===== src/rtl/lc3_ctrl_defines.svh =====
`ifndef LC3_CTRL_DEFINES_SVH
`define LC3_CTRL_DEFINES_SVH

// instruction word width
`define LC3_WORD_W 16

// register specifier, dr/sr/baser fields
`define LC3_REG_W 3

// condition code and nzp field
`define LC3_CC_W 3

// bubble counter after a control instruction
`define BUBBLE_W 3

// count where the branch is decided, pc update and wb squash
`define BRANCH_RESOLVE_COUNT 2

// count where fetch restarts and decode is squashed
`define BRANCH_REFILL_COUNT 3

`endif

===== src/rtl/lc3_ctrl_pkg.sv =====
`default_nettype none

package lc3_ctrl_pkg;

   // pipeline sequencer states
   typedef enum logic [1:0] {
      PS_RESET = 2'd0, // fetch only, wait for first word
      PS_FILL  = 2'd1, // fetch + decode, first pass
      PS_RUN   = 2'd2  // steady state
   } pipe_state_e;

   // memory access states, codes go out on mem_state
   typedef enum logic [1:0] {
      MS_LOAD     = 2'd0, // data read
      MS_INDIRECT = 2'd1, // pointer fetch first
      MS_STORE    = 2'd2, // data write
      MS_IDLE     = 2'd3  // no access pending
   } mem_state_e;

   // op class, instruction bits 13:12
   typedef enum logic [1:0] {
      OC_CONTROL = 2'b00, // br / jmp, nonzero word only
      OC_ALU     = 2'b01,
      OC_LOAD    = 2'b10,
      OC_STORE   = 2'b11
   } op_class_e;

   // addressing mode, instruction bits 15:14
   // lea code doubles as jmp within the control class
   typedef enum logic [1:0] {
      AM_BASE     = 2'b01,
      AM_INDIRECT = 2'b10,
      AM_LEA      = 2'b11
   } addr_mode_e;

endpackage

`default_nettype wire


===== src/rtl/pipe_hazard_if.sv =====
`timescale 1ns/1ps
`default_nettype none

`include "lc3_ctrl_defines.svh"

interface pipe_hazard_if;

   logic                 stall;        // freeze the whole pipe, from mem ctrl
   logic                 store_done;   // pulse, store data accepted
   logic [`BUBBLE_W-1:0] bubble_count; // cycles since control word
   logic                 count_inc;    // from sequencer
   logic                 count_clear;  // from sequencer

   modport sequencer (
      input  stall, store_done, bubble_count,
      output count_inc, count_clear
   );

   modport counter (
      input  stall, count_inc, count_clear,
      output bubble_count
   );

   modport mem (
      output stall, store_done
   );

endinterface

`default_nettype wire


===== src/rtl/lc3_pipe_ctrl.sv =====
`timescale 1ns/1ps
`default_nettype none

`include "lc3_ctrl_defines.svh"

module lc3_pipe_ctrl import lc3_ctrl_pkg::*; (
   input  wire logic                  clock,
   input  wire logic                  reset,
   input  wire logic                  complete_instr,
   input  wire logic                  complete_data,
   input  wire logic [`LC3_WORD_W-1:0] ir,
   input  wire logic [`LC3_WORD_W-1:0] ir_exec,
   input  wire logic [`LC3_WORD_W-1:0] instr_dout,
   input  wire logic [`LC3_CC_W-1:0]   psr,
   input  wire logic [`LC3_CC_W-1:0]   nzp,
   output logic                       bypass_alu_1,
   output logic                       bypass_alu_2,
   output logic                       bypass_mem_1,
   output logic                       bypass_mem_2,
   output logic                       enable_update_pc,
   output logic                       enable_fetch,
   output logic                       enable_decode,
   output logic                       enable_execute,
   output logic                       enable_writeback,
   output logic                       br_taken,
   output logic                       d_macc,
   output mem_state_e                 mem_state
);

   logic pipe_running; // sequencer in steady state

   pipe_hazard_if hz ();

   pipe_sequencer u_sequencer (
      .clock            (clock),
      .reset            (reset),
      .complete_instr   (complete_instr),
      .ir               (ir),
      .instr_dout       (instr_dout),
      .psr              (psr),
      .nzp              (nzp),
      .hazard           (hz.sequencer),
      .enable_update_pc (enable_update_pc),
      .enable_fetch     (enable_fetch),
      .enable_decode    (enable_decode),
      .enable_execute   (enable_execute),
      .enable_writeback (enable_writeback),
      .br_taken         (br_taken),
      .pipe_running     (pipe_running)
   );

   branch_bubble_counter u_bubble_counter (
      .clock          (clock),
      .reset          (reset),
      .complete_instr (complete_instr),
      .hazard         (hz.counter)
   );

   operand_bypass u_bypass (
      .clock        (clock),
      .reset        (reset),
      .pipe_running (pipe_running),
      .ir           (ir),
      .stall        (hz.stall),
      .bypass_alu_1 (bypass_alu_1),
      .bypass_alu_2 (bypass_alu_2),
      .bypass_mem_1 (bypass_mem_1),
      .bypass_mem_2 (bypass_mem_2)
   );

   mem_access_ctrl u_mem_ctrl (
      .clock         (clock),
      .reset         (reset),
      .complete_data (complete_data),
      .ir_exec       (ir_exec),
      .hazard        (hz.mem),
      .mem_state     (mem_state),
      .d_macc        (d_macc)
   );

endmodule

`default_nettype wire


===== src/rtl/mem_access_ctrl.sv =====
`timescale 1ns/1ps
`default_nettype none

`include "lc3_ctrl_defines.svh"

module mem_access_ctrl import lc3_ctrl_pkg::*; (
   input  wire logic                  clock,
   input  wire logic                  reset,
   input  wire logic                  complete_data,
   input  wire logic [`LC3_WORD_W-1:0] ir_exec,
   pipe_hazard_if.mem                 hazard,
   output mem_state_e                 mem_state,
   output logic                       d_macc
);

   mem_state_e state, next_state;

   op_class_e  exec_class;
   addr_mode_e exec_mode;
   logic       mem_op;     // load or store that touches memory
   logic       is_store;
   logic       stall;
   logic       store_done;

   assign exec_class = op_class_e'(ir_exec[13:12]);
   assign exec_mode  = addr_mode_e'(ir_exec[15:14]);
   assign is_store   = (exec_class == OC_STORE);
   assign mem_op     = ((exec_class == OC_LOAD) || is_store) && (exec_mode != AM_LEA);

   always_comb begin
      next_state = state;
      stall      = 1'b0;
      store_done = 1'b0;
      case (state)
         MS_IDLE: begin
            if (mem_op) begin
               stall = 1'b1; // freeze as soon as execute shows the access
               if (exec_mode == AM_INDIRECT) begin
                  next_state = MS_INDIRECT;
               end
               else begin
                  next_state = is_store ? MS_STORE : MS_LOAD;
               end
            end
         end
         MS_INDIRECT: begin
            stall = 1'b1; // pointer read, stall through its completion
            if (complete_data) begin
               next_state = is_store ? MS_STORE : MS_LOAD;
            end
         end
         MS_LOAD: begin
            if (complete_data) begin
               next_state = MS_IDLE;
            end
            else begin
               stall = 1'b1;
            end
         end
         MS_STORE: begin
            if (complete_data) begin
               next_state = MS_IDLE;
               store_done = 1'b1; // no reg writeback for this one
            end
            else begin
               stall = 1'b1;
            end
         end
         default: begin
            next_state = MS_IDLE;
         end
      endcase
   end

   always_ff @(posedge clock) begin
      if (reset) begin
         state <= MS_IDLE;
      end
      else begin
         state <= next_state;
      end
   end

   assign mem_state         = next_state; // lookahead, dmem sees it this cycle
   assign d_macc            = stall;
   assign hazard.stall      = stall;
   assign hazard.store_done = store_done;

endmodule

`default_nettype wire


===== src/rtl/operand_bypass.sv =====
`timescale 1ns/1ps
`default_nettype none

`include "lc3_ctrl_defines.svh"

module operand_bypass import lc3_ctrl_pkg::*; (
   input  wire logic                  clock,
   input  wire logic                  reset,
   input  wire logic                  pipe_running,
   input  wire logic [`LC3_WORD_W-1:0] ir,
   input  wire logic                  stall,
   output logic                       bypass_alu_1,
   output logic                       bypass_alu_2,
   output logic                       bypass_mem_1,
   output logic                       bypass_mem_2
);

   logic [`LC3_WORD_W-1:0] prev_ir;

   op_class_e  cur_class, prev_class;
   addr_mode_e cur_mode, prev_mode;

   logic [`LC3_REG_W-1:0] prev_dr; // producer destination
   logic [`LC3_REG_W-1:0] src1;    // sr1 or baser
   logic [`LC3_REG_W-1:0] src2;    // sr2 or store sr
   logic                  use_src1;
   logic                  use_src2;
   logic                  hit1;
   logic                  hit2;
   logic                  alu_producer;
   logic                  mem_producer;

   // previous instruction, frozen with the pipe
   always_ff @(posedge clock) begin
      if (reset) begin
         prev_ir <= '0; // control class, no producer
      end
      else if (!stall) begin
         prev_ir <= ir;
      end
   end

   assign cur_class  = op_class_e'(ir[13:12]);
   assign cur_mode   = addr_mode_e'(ir[15:14]);
   assign prev_class = op_class_e'(prev_ir[13:12]);
   assign prev_mode  = addr_mode_e'(prev_ir[15:14]);
   assign prev_dr    = prev_ir[11:9];
   assign src1       = ir[8:6];

   // lea result comes off the alu path, real loads come from memory
   assign alu_producer = (prev_class == OC_ALU) ||
                         ((prev_class == OC_LOAD) && (prev_mode == AM_LEA));
   assign mem_producer = (prev_class == OC_LOAD) && (prev_mode != AM_LEA);

   // which source fields the current instruction actually reads
   always_comb begin
      use_src1 = 1'b0;
      use_src2 = 1'b0;
      src2     = ir[2:0];
      case (cur_class)
         OC_ALU: begin
            use_src1 = 1'b1;
            use_src2 = !ir[5];    // bit 5 set means immediate
         end
         OC_CONTROL: begin
            use_src1 = (cur_mode == AM_LEA); // jmp baser
         end
         OC_LOAD: begin
            use_src1 = (cur_mode == AM_BASE);
         end
         OC_STORE: begin
            use_src1 = (cur_mode == AM_BASE);
            use_src2 = 1'b1;      // store data register
            src2     = ir[11:9];
         end
         default: begin
            use_src1 = 1'b0;
         end
      endcase
   end

   assign hit1 = pipe_running && use_src1 && (src1 == prev_dr);
   assign hit2 = pipe_running && use_src2 && (src2 == prev_dr);

   assign bypass_alu_1 = hit1 && alu_producer;
   assign bypass_alu_2 = hit2 && alu_producer;
   assign bypass_mem_1 = hit1 && mem_producer;
   assign bypass_mem_2 = hit2 && mem_producer;

endmodule

`default_nettype wire


===== src/rtl/branch_bubble_counter.sv =====
`timescale 1ns/1ps
`default_nettype none

`include "lc3_ctrl_defines.svh"

module branch_bubble_counter (
   input  wire logic     clock,
   input  wire logic     reset,
   input  wire logic     complete_instr,
   pipe_hazard_if.counter hazard
);

   logic at_refill; // fetch restart point
   logic at_max;    // all ones, hold

   assign at_refill = (hazard.bubble_count == `BUBBLE_W'(`BRANCH_REFILL_COUNT));
   assign at_max    = &hazard.bubble_count;

   // rearm once the refill word has arrived
   always_ff @(posedge clock) begin
      if (reset || hazard.count_clear || (at_refill && complete_instr)) begin
         hazard.bubble_count <= '0;
      end
      else if (hazard.count_inc && !hazard.stall && !at_max) begin
         hazard.bubble_count <= hazard.bubble_count + 1'b1; // frozen under stall
      end
   end

endmodule

`default_nettype wire


===== src/rtl/pipe_sequencer.sv =====
`timescale 1ns/1ps
`default_nettype none

`include "lc3_ctrl_defines.svh"

module pipe_sequencer import lc3_ctrl_pkg::*; (
   input  wire logic                  clock,
   input  wire logic                  reset,
   input  wire logic                  complete_instr,
   input  wire logic [`LC3_WORD_W-1:0] ir,
   input  wire logic [`LC3_WORD_W-1:0] instr_dout,
   input  wire logic [`LC3_CC_W-1:0]   psr,
   input  wire logic [`LC3_CC_W-1:0]   nzp,
   pipe_hazard_if.sequencer            hazard,
   output logic                       enable_update_pc,
   output logic                       enable_fetch,
   output logic                       enable_decode,
   output logic                       enable_execute,
   output logic                       enable_writeback,
   output logic                       br_taken,
   output logic                       pipe_running
);

   // bit positions in the enable vector
   localparam int EN_UPC  = 4;
   localparam int EN_FET  = 3;
   localparam int EN_DEC  = 2;
   localparam int EN_EXE  = 1;
   localparam int EN_WB   = 0;

   pipe_state_e state, next_state;

   logic [4:0] en_raw;    // before masks
   logic [4:0] en_masked; // after branch and store masks
   logic [4:0] prev_en;   // last cycle, post mask
   logic       control_word;
   logic       branch_pending;
   logic       at_resolve;
   logic       at_refill;
   logic       inc;

   // nonzero word with control class on imem output
   assign control_word   = (op_class_e'(instr_dout[13:12]) == OC_CONTROL) &&
                           (instr_dout != '0);
   assign at_resolve     = (hazard.bubble_count == `BUBBLE_W'(`BRANCH_RESOLVE_COUNT));
   assign at_refill      = (hazard.bubble_count == `BUBBLE_W'(`BRANCH_REFILL_COUNT));
   assign branch_pending = control_word &&
                           (hazard.bubble_count < `BUBBLE_W'(`BRANCH_REFILL_COUNT));

   always_comb begin
      en_raw     = '0;
      br_taken   = 1'b0;
      inc        = 1'b0;
      next_state = state;
      case (state)
         PS_RESET: begin
            en_raw[EN_FET] = 1'b1; // hold pc until the first word is back
            if (complete_instr) begin
               en_raw[EN_UPC] = 1'b1;
               next_state     = PS_FILL;
            end
         end
         PS_FILL: begin
            next_state = PS_RUN;
            if (complete_instr && control_word) begin
               en_raw[EN_DEC] = 1'b1; // decode the control word, no new pc
               inc            = 1'b1;
            end
            else begin
               en_raw[EN_FET] = 1'b1;
               en_raw[EN_DEC] = 1'b1;
               en_raw[EN_UPC] = complete_instr;
            end
         end
         PS_RUN: begin
            // back end just shifts, nop kills execute
            en_raw[EN_EXE] = (ir == '0) ? 1'b0 : prev_en[EN_DEC];
            en_raw[EN_WB]  = prev_en[EN_EXE];
            if (complete_instr || branch_pending) begin
               if (!control_word) begin
                  en_raw[EN_UPC] = 1'b1;
                  en_raw[EN_FET] = 1'b1;
                  en_raw[EN_DEC] = prev_en[EN_UPC];
               end
               else begin
                  inc = 1'b1;
                  if (at_resolve) begin
                     // condition test decides the new pc
                     br_taken       = |(psr & nzp);
                     en_raw[EN_UPC] = br_taken;
                  end
                  else if (at_refill) begin
                     en_raw[EN_FET] = 1'b1; // refill from target
                  end
                  else begin
                     en_raw[EN_DEC] = prev_en[EN_FET]; // bubble, drain decode
                  end
               end
            end
            else begin
               // imem word not valid yet
               en_raw[EN_FET] = 1'b1;
               en_raw[EN_DEC] = prev_en[EN_UPC];
            end
         end
         default: begin
            next_state = PS_RESET;
         end
      endcase
   end

   // squash wb of branch slot and of finished store, squash decode at refill
   always_comb begin
      en_masked = en_raw;
      if (at_resolve || hazard.store_done) begin
         en_masked[EN_WB] = 1'b0;
      end
      if (at_refill) begin
         en_masked[EN_DEC] = 1'b0;
      end
   end

   always_ff @(posedge clock) begin
      if (reset) begin
         state   <= PS_RESET;
         prev_en <= '0;
      end
      else if (!hazard.stall) begin // everything holds while memory works
         state   <= next_state;
         prev_en <= en_masked;
      end
   end

   assign {enable_update_pc, enable_fetch, enable_decode, enable_execute,
           enable_writeback} = hazard.stall ? 5'b00000 : en_masked;

   assign hazard.count_inc   = inc;
   assign hazard.count_clear = (state == PS_RESET); // no branch before first fetch
   assign pipe_running       = (state == PS_RUN);

endmodule

`default_nettype wire


===== config.mk =====
export PLATFORM = sky130hd
export DESIGN_NAME = lc3_pipe_ctrl
export DESIGN_NICKNAME = d
export VERILOG_FILES = /design/src/rtl/lc3_ctrl_pkg.sv /design/src/rtl/pipe_hazard_if.sv /design/src/rtl/lc3_pipe_ctrl.sv /design/src/rtl/mem_access_ctrl.sv /design/src/rtl/operand_bypass.sv /design/src/rtl/branch_bubble_counter.sv /design/src/rtl/pipe_sequencer.sv
export VERILOG_INCLUDE_DIRS = /design/src /design/src/rtl
export SDC_FILE = /design/constraint.sdc
export NUM_CORES = 1
export LEC_CHECK = 0
export ABC_AREA = 1
export BUFFER_PORTS_ARGS = -buffer_cell sky130_fd_sc_hd__buf_2
export CAP_MARGIN = 20
export CORE_MARGIN = 1
export CORE_UTILIZATION = 41
export DETAILED_ROUTE_END_ITERATION = 8
export PLACE_DENSITY = 0.85
export SKIP_LAST_GASP = 1
export SLEW_MARGIN = 0
export SYNTH_ARGS = -nofsm -noshare
export SYNTH_HDL_FRONTEND = slang
export SYNTH_SLANG_ARGS = --single-unit

===== constraint.sdc =====
create_clock -name clock -period 1.52 [get_ports clock]
set_clock_uncertainty 0.15 [all_clocks]
set_input_delay 0.152 -clock clock [delete_from_list [all_inputs] [get_ports clock]]
set_output_delay 0.152 -clock clock [all_outputs]
set_load 0.01 [all_outputs]

==> results.cfg, run 1 <==
[routing]
route.detailed.vias_per_inst = 5.201
wl_met3_microns = 228
route.met2.wl_mm = 2.530
ant_nets = 0
drt_iter0_markers = 64
drt_pre_antenna_iters = 5
wirelength_met1_mm = 1.871
routed_wire_length_per_instance_microns = 13.63
remaining_drc_errors = 0
route.final.wire_length_mm = 4.825
via_count = 1841
top_layer_used = met4

[critical_path]
critical-path-top-cell-by-count = sky130_fd_sc_hd__ha_4
critical_path.max_stage_delay_ns = 0.39
worst-path-buf-inv = 3
cp.required_ns = 1.22
slowest_cp_cell = sky130_fd_sc_hd__dfxtp_4
cp_top_family = flip-flops
crit_arrival_ns = 1.73
endpoint_kind = output pin
criticalPathCategory = reg -> out
timing.critical_path.cells = ha_4 > ha_4 > inv_4 > nand3_2 > o2111ai_2 > nand3_1 > nand2_1 > nand2_2 > inv_2 > buf_6
worstSetupStartpointType = register
critical_path_peak_fanout = 4

[grt]
first_global_vias = 1641
grt_pass1_wl_mm = 6.920
grt-ovfl-total = 0
grt_usage_pct = 25.73
grt_start_max_net_pins = 12
initial_antenna_violation_count = 0

[die]
start_util_pct = 43.78
design.core.area_sq_mm = 0.003078
row_count = 20
dieHeight_microns = 59.33
horizontal_extent_of_the_die_microns = 59.33
num_io_pins = 71
design.die.area_sq_mm = 0.003520

[yosys]
number_of_synthesized_flops_with_an_enable_pin = 0
syn_nets = 271
netlist-cell-type-count = 31
synth.area.top_cells = sky130_fd_sc_hd__dfxtp_1 (27%), sky130_fd_sc_hd__nand2_1 (9.7%), sky130_fd_sc_hd__ha_1 (8.4%), sky130_fd_sc_hd__inv_1 (8.4%), sky130_fd_sc_hd__nor2_1 (7.2%)
dominantRegCellSynth = sky130_fd_sc_hd__dfxtp_1
seq_total_area_yosys_pct = 26.74
synth_cells = 204
synthArstFlopShare_pct = 0
postSynthRegisterBits = 18
synth_top_area_share_pct = 26.74
synth_area_sq_mm = 0.001348
synthDominantAreaCellType = sky130_fd_sc_hd__dfxtp_1
syn_avg_cell_area_sq_um = 6.606
yosysWarnings = 0

[sta]
final.min_clock_period_ns = 2.032
worst_hold_slack_ns = -0.0004714
maxSlewViolCount = 0
period_share_pct = 133.7
achievable-frequency_ghz = 0.4922
timing.final.hold_violations = 1
finalSetupViolCount = 19
worst_slack_ns = -0.5115
max_slew_margin_pct = 79.72
worst_slew_pin_slew_ns = 0.3015
rsz_0062_raised_after_global_routing = yes

[worst_hold_path]
worst_hold_path_type = in -> reg

[final_layout]
layout.filler_cells = 217
sequential_cell_area_sq_um = 380.4
multi_input_comb_area_sq_mm = 0.001072
areaGrowthSynthToFinish_pct = 74.65
fin_nets = 379
final_common_cell = sky130_fd_sc_hd__buf_2
share_of_the_core_filled_with_cells_pct = 76.46
finalNonFillerCells = 354
layout_common_cells = sky130_fd_sc_hd__buf_2 (56), sky130_fd_sc_hd__buf_4 (33), sky130_fd_sc_hd__nand2_1 (28), sky130_fd_sc_hd__nor2_1 (23), sky130_fd_sc_hd__inv_1 (19)
final_layout_size_suffix_gt1_share_pct = 54.19
num_antenna_cells = 0

[run_status]
run_status = complete, but fails checks
violated_checks = negative hold slack, negative setup slack

[clocking]
clock_root_buffer = sky130_fd_sc_hd__clkbuf_4
cts_tree = yes
clock_path_buffers = 2
clkSinkCount = 18
insertion_delay_ns = 0.32
clk_pin_slew_worst_paths_ns = 0.12
cts_htree_levels = 1
cts-buffers-inserted = 3

[placement]
pre_cts_slack_ns = -0.1874
dp_cells = 325
place.port_buffers = 58
globalplace.congestion = 0.8322
dp_hpwl_mm = 2.824

[pwr]
pwr_density_cell_mw_per_mm2 = 809.2
power.leakage_nw = 1.112
totalPowerFinal_mw = 1.904
max-vdd-ir-drop_v = 0.0004184

[job]
max_cap_violation_count = 0
-- power breakdown --
part	switching [mW]	internal [mW]	leakage [nW]
clock network	0.178	0.0930	0.0138
logic	0.543	0.495	0.947
registers	0.0599	0.536	0.151
total	0.780	1.12	1.11
-- cell usage after synthesis, types with 2 or more instances --
| cell type | count |
|---|---|
| sky130_fd_sc_hd__a211oi_1 | 2 |
| sky130_fd_sc_hd__a21oi_1 | 18 |
| sky130_fd_sc_hd__a21oi_2 | 2 |
| sky130_fd_sc_hd__dfxtp_1 | 18 |
| sky130_fd_sc_hd__ha_1 | 9 |
| sky130_fd_sc_hd__inv_1 | 30 |
| sky130_fd_sc_hd__nand2_1 | 35 |
| sky130_fd_sc_hd__nand2_2 | 2 |
| sky130_fd_sc_hd__nand3_1 | 13 |
| sky130_fd_sc_hd__nand4_1 | 5 |
| sky130_fd_sc_hd__nor2_1 | 26 |
| sky130_fd_sc_hd__nor2_2 | 3 |
| sky130_fd_sc_hd__nor3_1 | 3 |
| sky130_fd_sc_hd__nor4_1 | 4 |
| sky130_fd_sc_hd__o2111ai_1 | 2 |
| sky130_fd_sc_hd__o21ai_0 | 13 |
| sky130_fd_sc_hd__o21ai_1 | 4 |
| sky130_fd_sc_hd__xnor2_1 | 2 |
-- through the flow --
| stage | TNS (ns) | area [sq um] |
|---|---|---|
| 6_report | -4.352 | 2354 |
| 3_3_place_gp | -0.4590 | 1852 |
| 2_1_floorplan | -0.001381 | 1360 |
| 4_1_cts | -3.226 | 2218 |
| 5_1_grt | -6.075 | 2354 |
| 3_5_place_dp | -0.7948 | 1852 |
-- final timing paths --
| check | start | end | slack [ns] | cells after the start |
|---|---|---|---|---|
| hold / removal | ir_exec[15] | u_mem_ctrl.state[0] | -0.0005 | 3 |
| setup reg to reg | u_bubble_counter.hazard.bubble_count[0] | u_sequencer.prev_en[3] | -0.37 | 12 |
| setup / recovery | u_bubble_counter.hazard.bubble_count[0] | enable_decode | -0.51 | 10 |
| hold reg to reg | u_bypass.prev_ir[13] | u_bypass.prev_ir[13] | 0.36 | 2 |
-- layout make-up --
class,count,area share (%)
Sequential cell,18,16.16
Multi-Input combinational cell,153,45.56
Timing Repair Buffer,105,29.82
Clock buffer,3,0.9569
Inverter,31,5.157
Tap cell,44,2.339
-- what timing repair did --
| action | CTS | global route |
|---|---|---|
| buffers inserted | 18 | 6 |
| setup endpoints to repair | 20 | 22 |
| hold buffers | 4 | 1 |
| gates resized for setup | 50 | 31 |
| hold endpoints to repair | 7 | 1 |
| pin swaps | 20 | 14 |
-- flip-flops by register name (all words and copies together), names as in the netlist --
name                                  cells
u_mem_ctrl.state                          2
u_sequencer.state                         2
u_sequencer.prev_en                       4
u_bubble_counter.hazard.bubble_count      3
u_bypass.prev_ir                          7
-- layer usage --
| metal | global-route usage (%) | vias up |
|---|---|---|
| met5 | 0 | - |
| met4 | 7.483 | 0 |
| met3 | 3.712 | 23 |
| met2 | 49.76 | 74 |
| met1 | 28.57 | 848 |
| li1 | - | 896 |
-- worst min-delay path: cells and delay by family --
family                 cells  cell delay (ns)
buffers and inverters      1             0.11
AND/OR/NAND/NOR            1             0.08
AO/OA/AOI/OAI              1             0.10
-- kinds of logic after synthesis --
family                   Yosys count  synth area share [%]
multiplexers                       1                0.7428
adder cells (fa/ha/maj)            9                 8.357
buffers and inverters             33                 9.471
XOR/XNOR                           3                 1.950
AND/OR/NAND/NOR                   94                 31.94
flip-flops                        18                 26.74
AO/OA/AOI/OAI                     46                 20.80
Note: power is estimated with default switching activity, not from simulation.
==> inputs of run 2 (changes only) <==
- CELL_PAD_IN_SITES_DETAIL_PLACEMENT: default -> 0
- CELL_PAD_IN_SITES_GLOBAL_PLACEMENT: default -> 2
- CORE_UTILIZATION: 41 -> 20
- PLACE_DENSITY: 0.85 -> 0.84
==> run 2 against run 1 <==
Effect of this change: the run ends with design-rule violations, negative setup slack left; register-to-register slack improved by 0.30 ns; combinational power decreased by 16%; power down 0.84%; global-route usage shrank 14 points; die area grew 100%; utilization decreased by 41 points; largest power group unchanged; count of clock-buffer cells in the layout up 1; maximum frequency rose by 11%; sequential power rose by 0.8%; final area fell by 3.9%.
==> results.cfg, run 2 (synthesis results as in run 1) <==
[routing]
via_count = 1624
remaining_drc_errors = 8
route.detailed.vias_per_inst = 4.331
route.final.wire_length_mm = 4.140
routed_wire_length_per_instance_microns = 11.04
drt_iter0_markers = 51
ant_nets = 0
drt_pre_antenna_iters = 8

[grt]
grt_start_max_net_pins = 12
grt_pass1_wl_mm = 7.051
first_global_vias = 1617
grt-ovfl-total = 0
initial_antenna_violation_count = 0
grt_usage_pct = 12.16

[clocking]
insertion_delay_ns = 0.26
clkSinkCount = 18
clock_root_buffer = sky130_fd_sc_hd__clkbuf_8
cts_tree = yes
clk_pin_slew_worst_paths_ns = 0.07
clock_path_buffers = 2
cts-buffers-inserted = 3
cts_htree_levels = 1

[final_layout]
num_antenna_cells = 0
largest_register = u_bypass.prev_ir
layout.filler_cells = 687
largest_register_ff_count = 7
multi_input_comb_area_sq_mm = 0.001040
largestRegisters = u_bypass.prev_ir (7), u_sequencer.prev_en (4), u_bubble_counter.hazard.bubble_count (3)
final_layout_size_suffix_gt1_share_pct = 50.34
fin_nets = 366
final_common_cell = sky130_fd_sc_hd__buf_2
finalNonFillerCells = 375
areaGrowthSynthToFinish_pct = 67.78
layout_common_cells = sky130_fd_sc_hd__buf_2 (56), sky130_fd_sc_hd__nand2_1 (30), sky130_fd_sc_hd__buf_4 (29), sky130_fd_sc_hd__nor2_1 (25), sky130_fd_sc_hd__inv_1 (20)
sequential_cell_area_sq_um = 381.6

[worst_hold_path]
timing.hold.worst_path_depth = 3
worst_hold_path_type = in -> reg
hold_start = ir[14]
min_delay_worst_endpoint = u_bypass.prev_ir[14]

[die]
row_count = 29
dieHeight_microns = 84.09
design.die.area_sq_mm = 0.007070
design.core.area_sq_mm = 0.006422
num_io_pins = 71
horizontal_extent_of_the_die_microns = 84.09
start_util_pct = 20.98

[placement]
globalplace.congestion = 0.7950
dp_hpwl_mm = 3.165
place.port_buffers = 58
pre_cts_slack_ns = -0.1683
dp_cells = 359

[critical_path]
endpoint_kind = output pin
cp.required_ns = 1.22
reg2reg_to = u_sequencer.prev_en[3]
timing.reg2reg.setup_slack_ns = -0.07
worstSetupStartpointType = register
critical_path_peak_fanout = 4
criticalPathCategory = reg -> out
crit_arrival_ns = 1.52
crit-reg2reg-launch = u_bubble_counter.hazard.bubble_count[0]
timing.reg2reg.worst_path_depth = 11

[sta]
final.min_clock_period_ns = 1.826
finalSetupViolCount = 16
worst_slack_ns = -0.3056
maxSlewViolCount = 0
rsz_0062_raised_after_global_routing = yes
worst_slew_pin_slew_ns = 0.2854
achievable-frequency_ghz = 0.5478
period_share_pct = 120.1
max_slew_margin_pct = 80.89
timing.final.hold_violations = 0

[run_status]
run_status = complete, but fails checks
violated_checks = design-rule violations, negative setup slack

[pwr]
pwr_density_cell_mw_per_mm2 = 835.2
power.leakage_nw = 1.065
max-vdd-ir-drop_v = 0.0002935
totalPowerFinal_mw = 1.888

[job]
max_cap_violation_count = 0
## run 2: cell types whose count changed in the layout (fill, tap and decap cells not counted), moves of 3 or more
cell / delta
sky130_fd_sc_hd__clkbuf_4: -3
sky130_fd_sc_hd__nand3_2: -3
sky130_fd_sc_hd__buf_4: -4
sky130_fd_sc_hd__nand3_1: +3
sky130_fd_sc_hd__clkbuf_8: +4
sky130_fd_sc_hd__dlygate4sd3_1: -4
sky130_fd_sc_hd__buf_6: -6
## run 2: cell type report
type	count	share of cell area, %
well taps	77	4.261
repair buffers	91	24.96
flip-flops and latches	18	16.88
clock buffers	4	2.435
inverters	31	5.479
multi-input cells	154	45.99
## run 2: worst max path at each step
stage,from,end,cells after the start
floorplan,u_sequencer.state[0],bypass_alu_2,6
global placement,u_bubble_counter.hazard.bubble_count[0],enable_update_pc,11
detailed placement,u_bubble_counter.hazard.bubble_count[0],enable_decode,10
CTS,u_bubble_counter.hazard.bubble_count[0],enable_update_pc,11
global route,u_bubble_counter.hazard.bubble_count[0],enable_decode,10
finish,u_bubble_counter.hazard.bubble_count[0],enable_update_pc,11
## run 2: repair_timing
item | 4_1_cts | 5_1_grt
setup buffers | 7 | 7
hold buffers | 1 | 0
cloned | 1 | 0
pin swaps | 19 | 15
endpoints found under the setup margin | 19 | 22
hold endpoints to repair | 3 | 0
resized for setup | 51 | 14
## run 2: where the power goes
group          switching [mW]  internal, mW
sequential             0.0632         0.538
clock                   0.179         0.231
combinational           0.459         0.419
## run 2: routing by layer
metal / vias up / GRT usage, % / wire length, microns
li1: 873 / - / -
met1: 721 / 14.24 / 1824
met2: 26 / 22.13 / 2092
met3: 4 / 2.868 / 189
met4: 0 / 2.978 / 33
met5: - / 0 / 0
## run 2: metrics by stage
step           utilization, %   TNS (ns)  cell area (sq um)  hold slack (ns)
2_1_floorplan               -  -0.001381               1360          0.06444
3_3_place_gp            29.59     -1.187               1901           0.2469
3_5_place_dp            29.59     -1.181               1901           0.2495
4_1_cts                 34.05     -2.597               2187          0.01701
5_1_grt                 35.20     -3.907               2261          0.03685
6_report                35.20     -2.332               2261          0.01879
## run 2: worst max-delay path, stage by stage, from the launching register on
cell,delay (ns)
sky130_fd_sc_hd__dfxtp_4,0.38
sky130_fd_sc_hd__inv_2,0.04
sky130_fd_sc_hd__ha_2,0.19
sky130_fd_sc_hd__nand2_4,0.08
sky130_fd_sc_hd__inv_2,0.04
sky130_fd_sc_hd__nand2_2,0.07
sky130_fd_sc_hd__nand3_1,0.07
sky130_fd_sc_hd__nand3_1,0.08
sky130_fd_sc_hd__nand2_1,0.06
sky130_fd_sc_hd__nand2_1,0.08
sky130_fd_sc_hd__inv_1,0.04
sky130_fd_sc_hd__buf_2,0.13
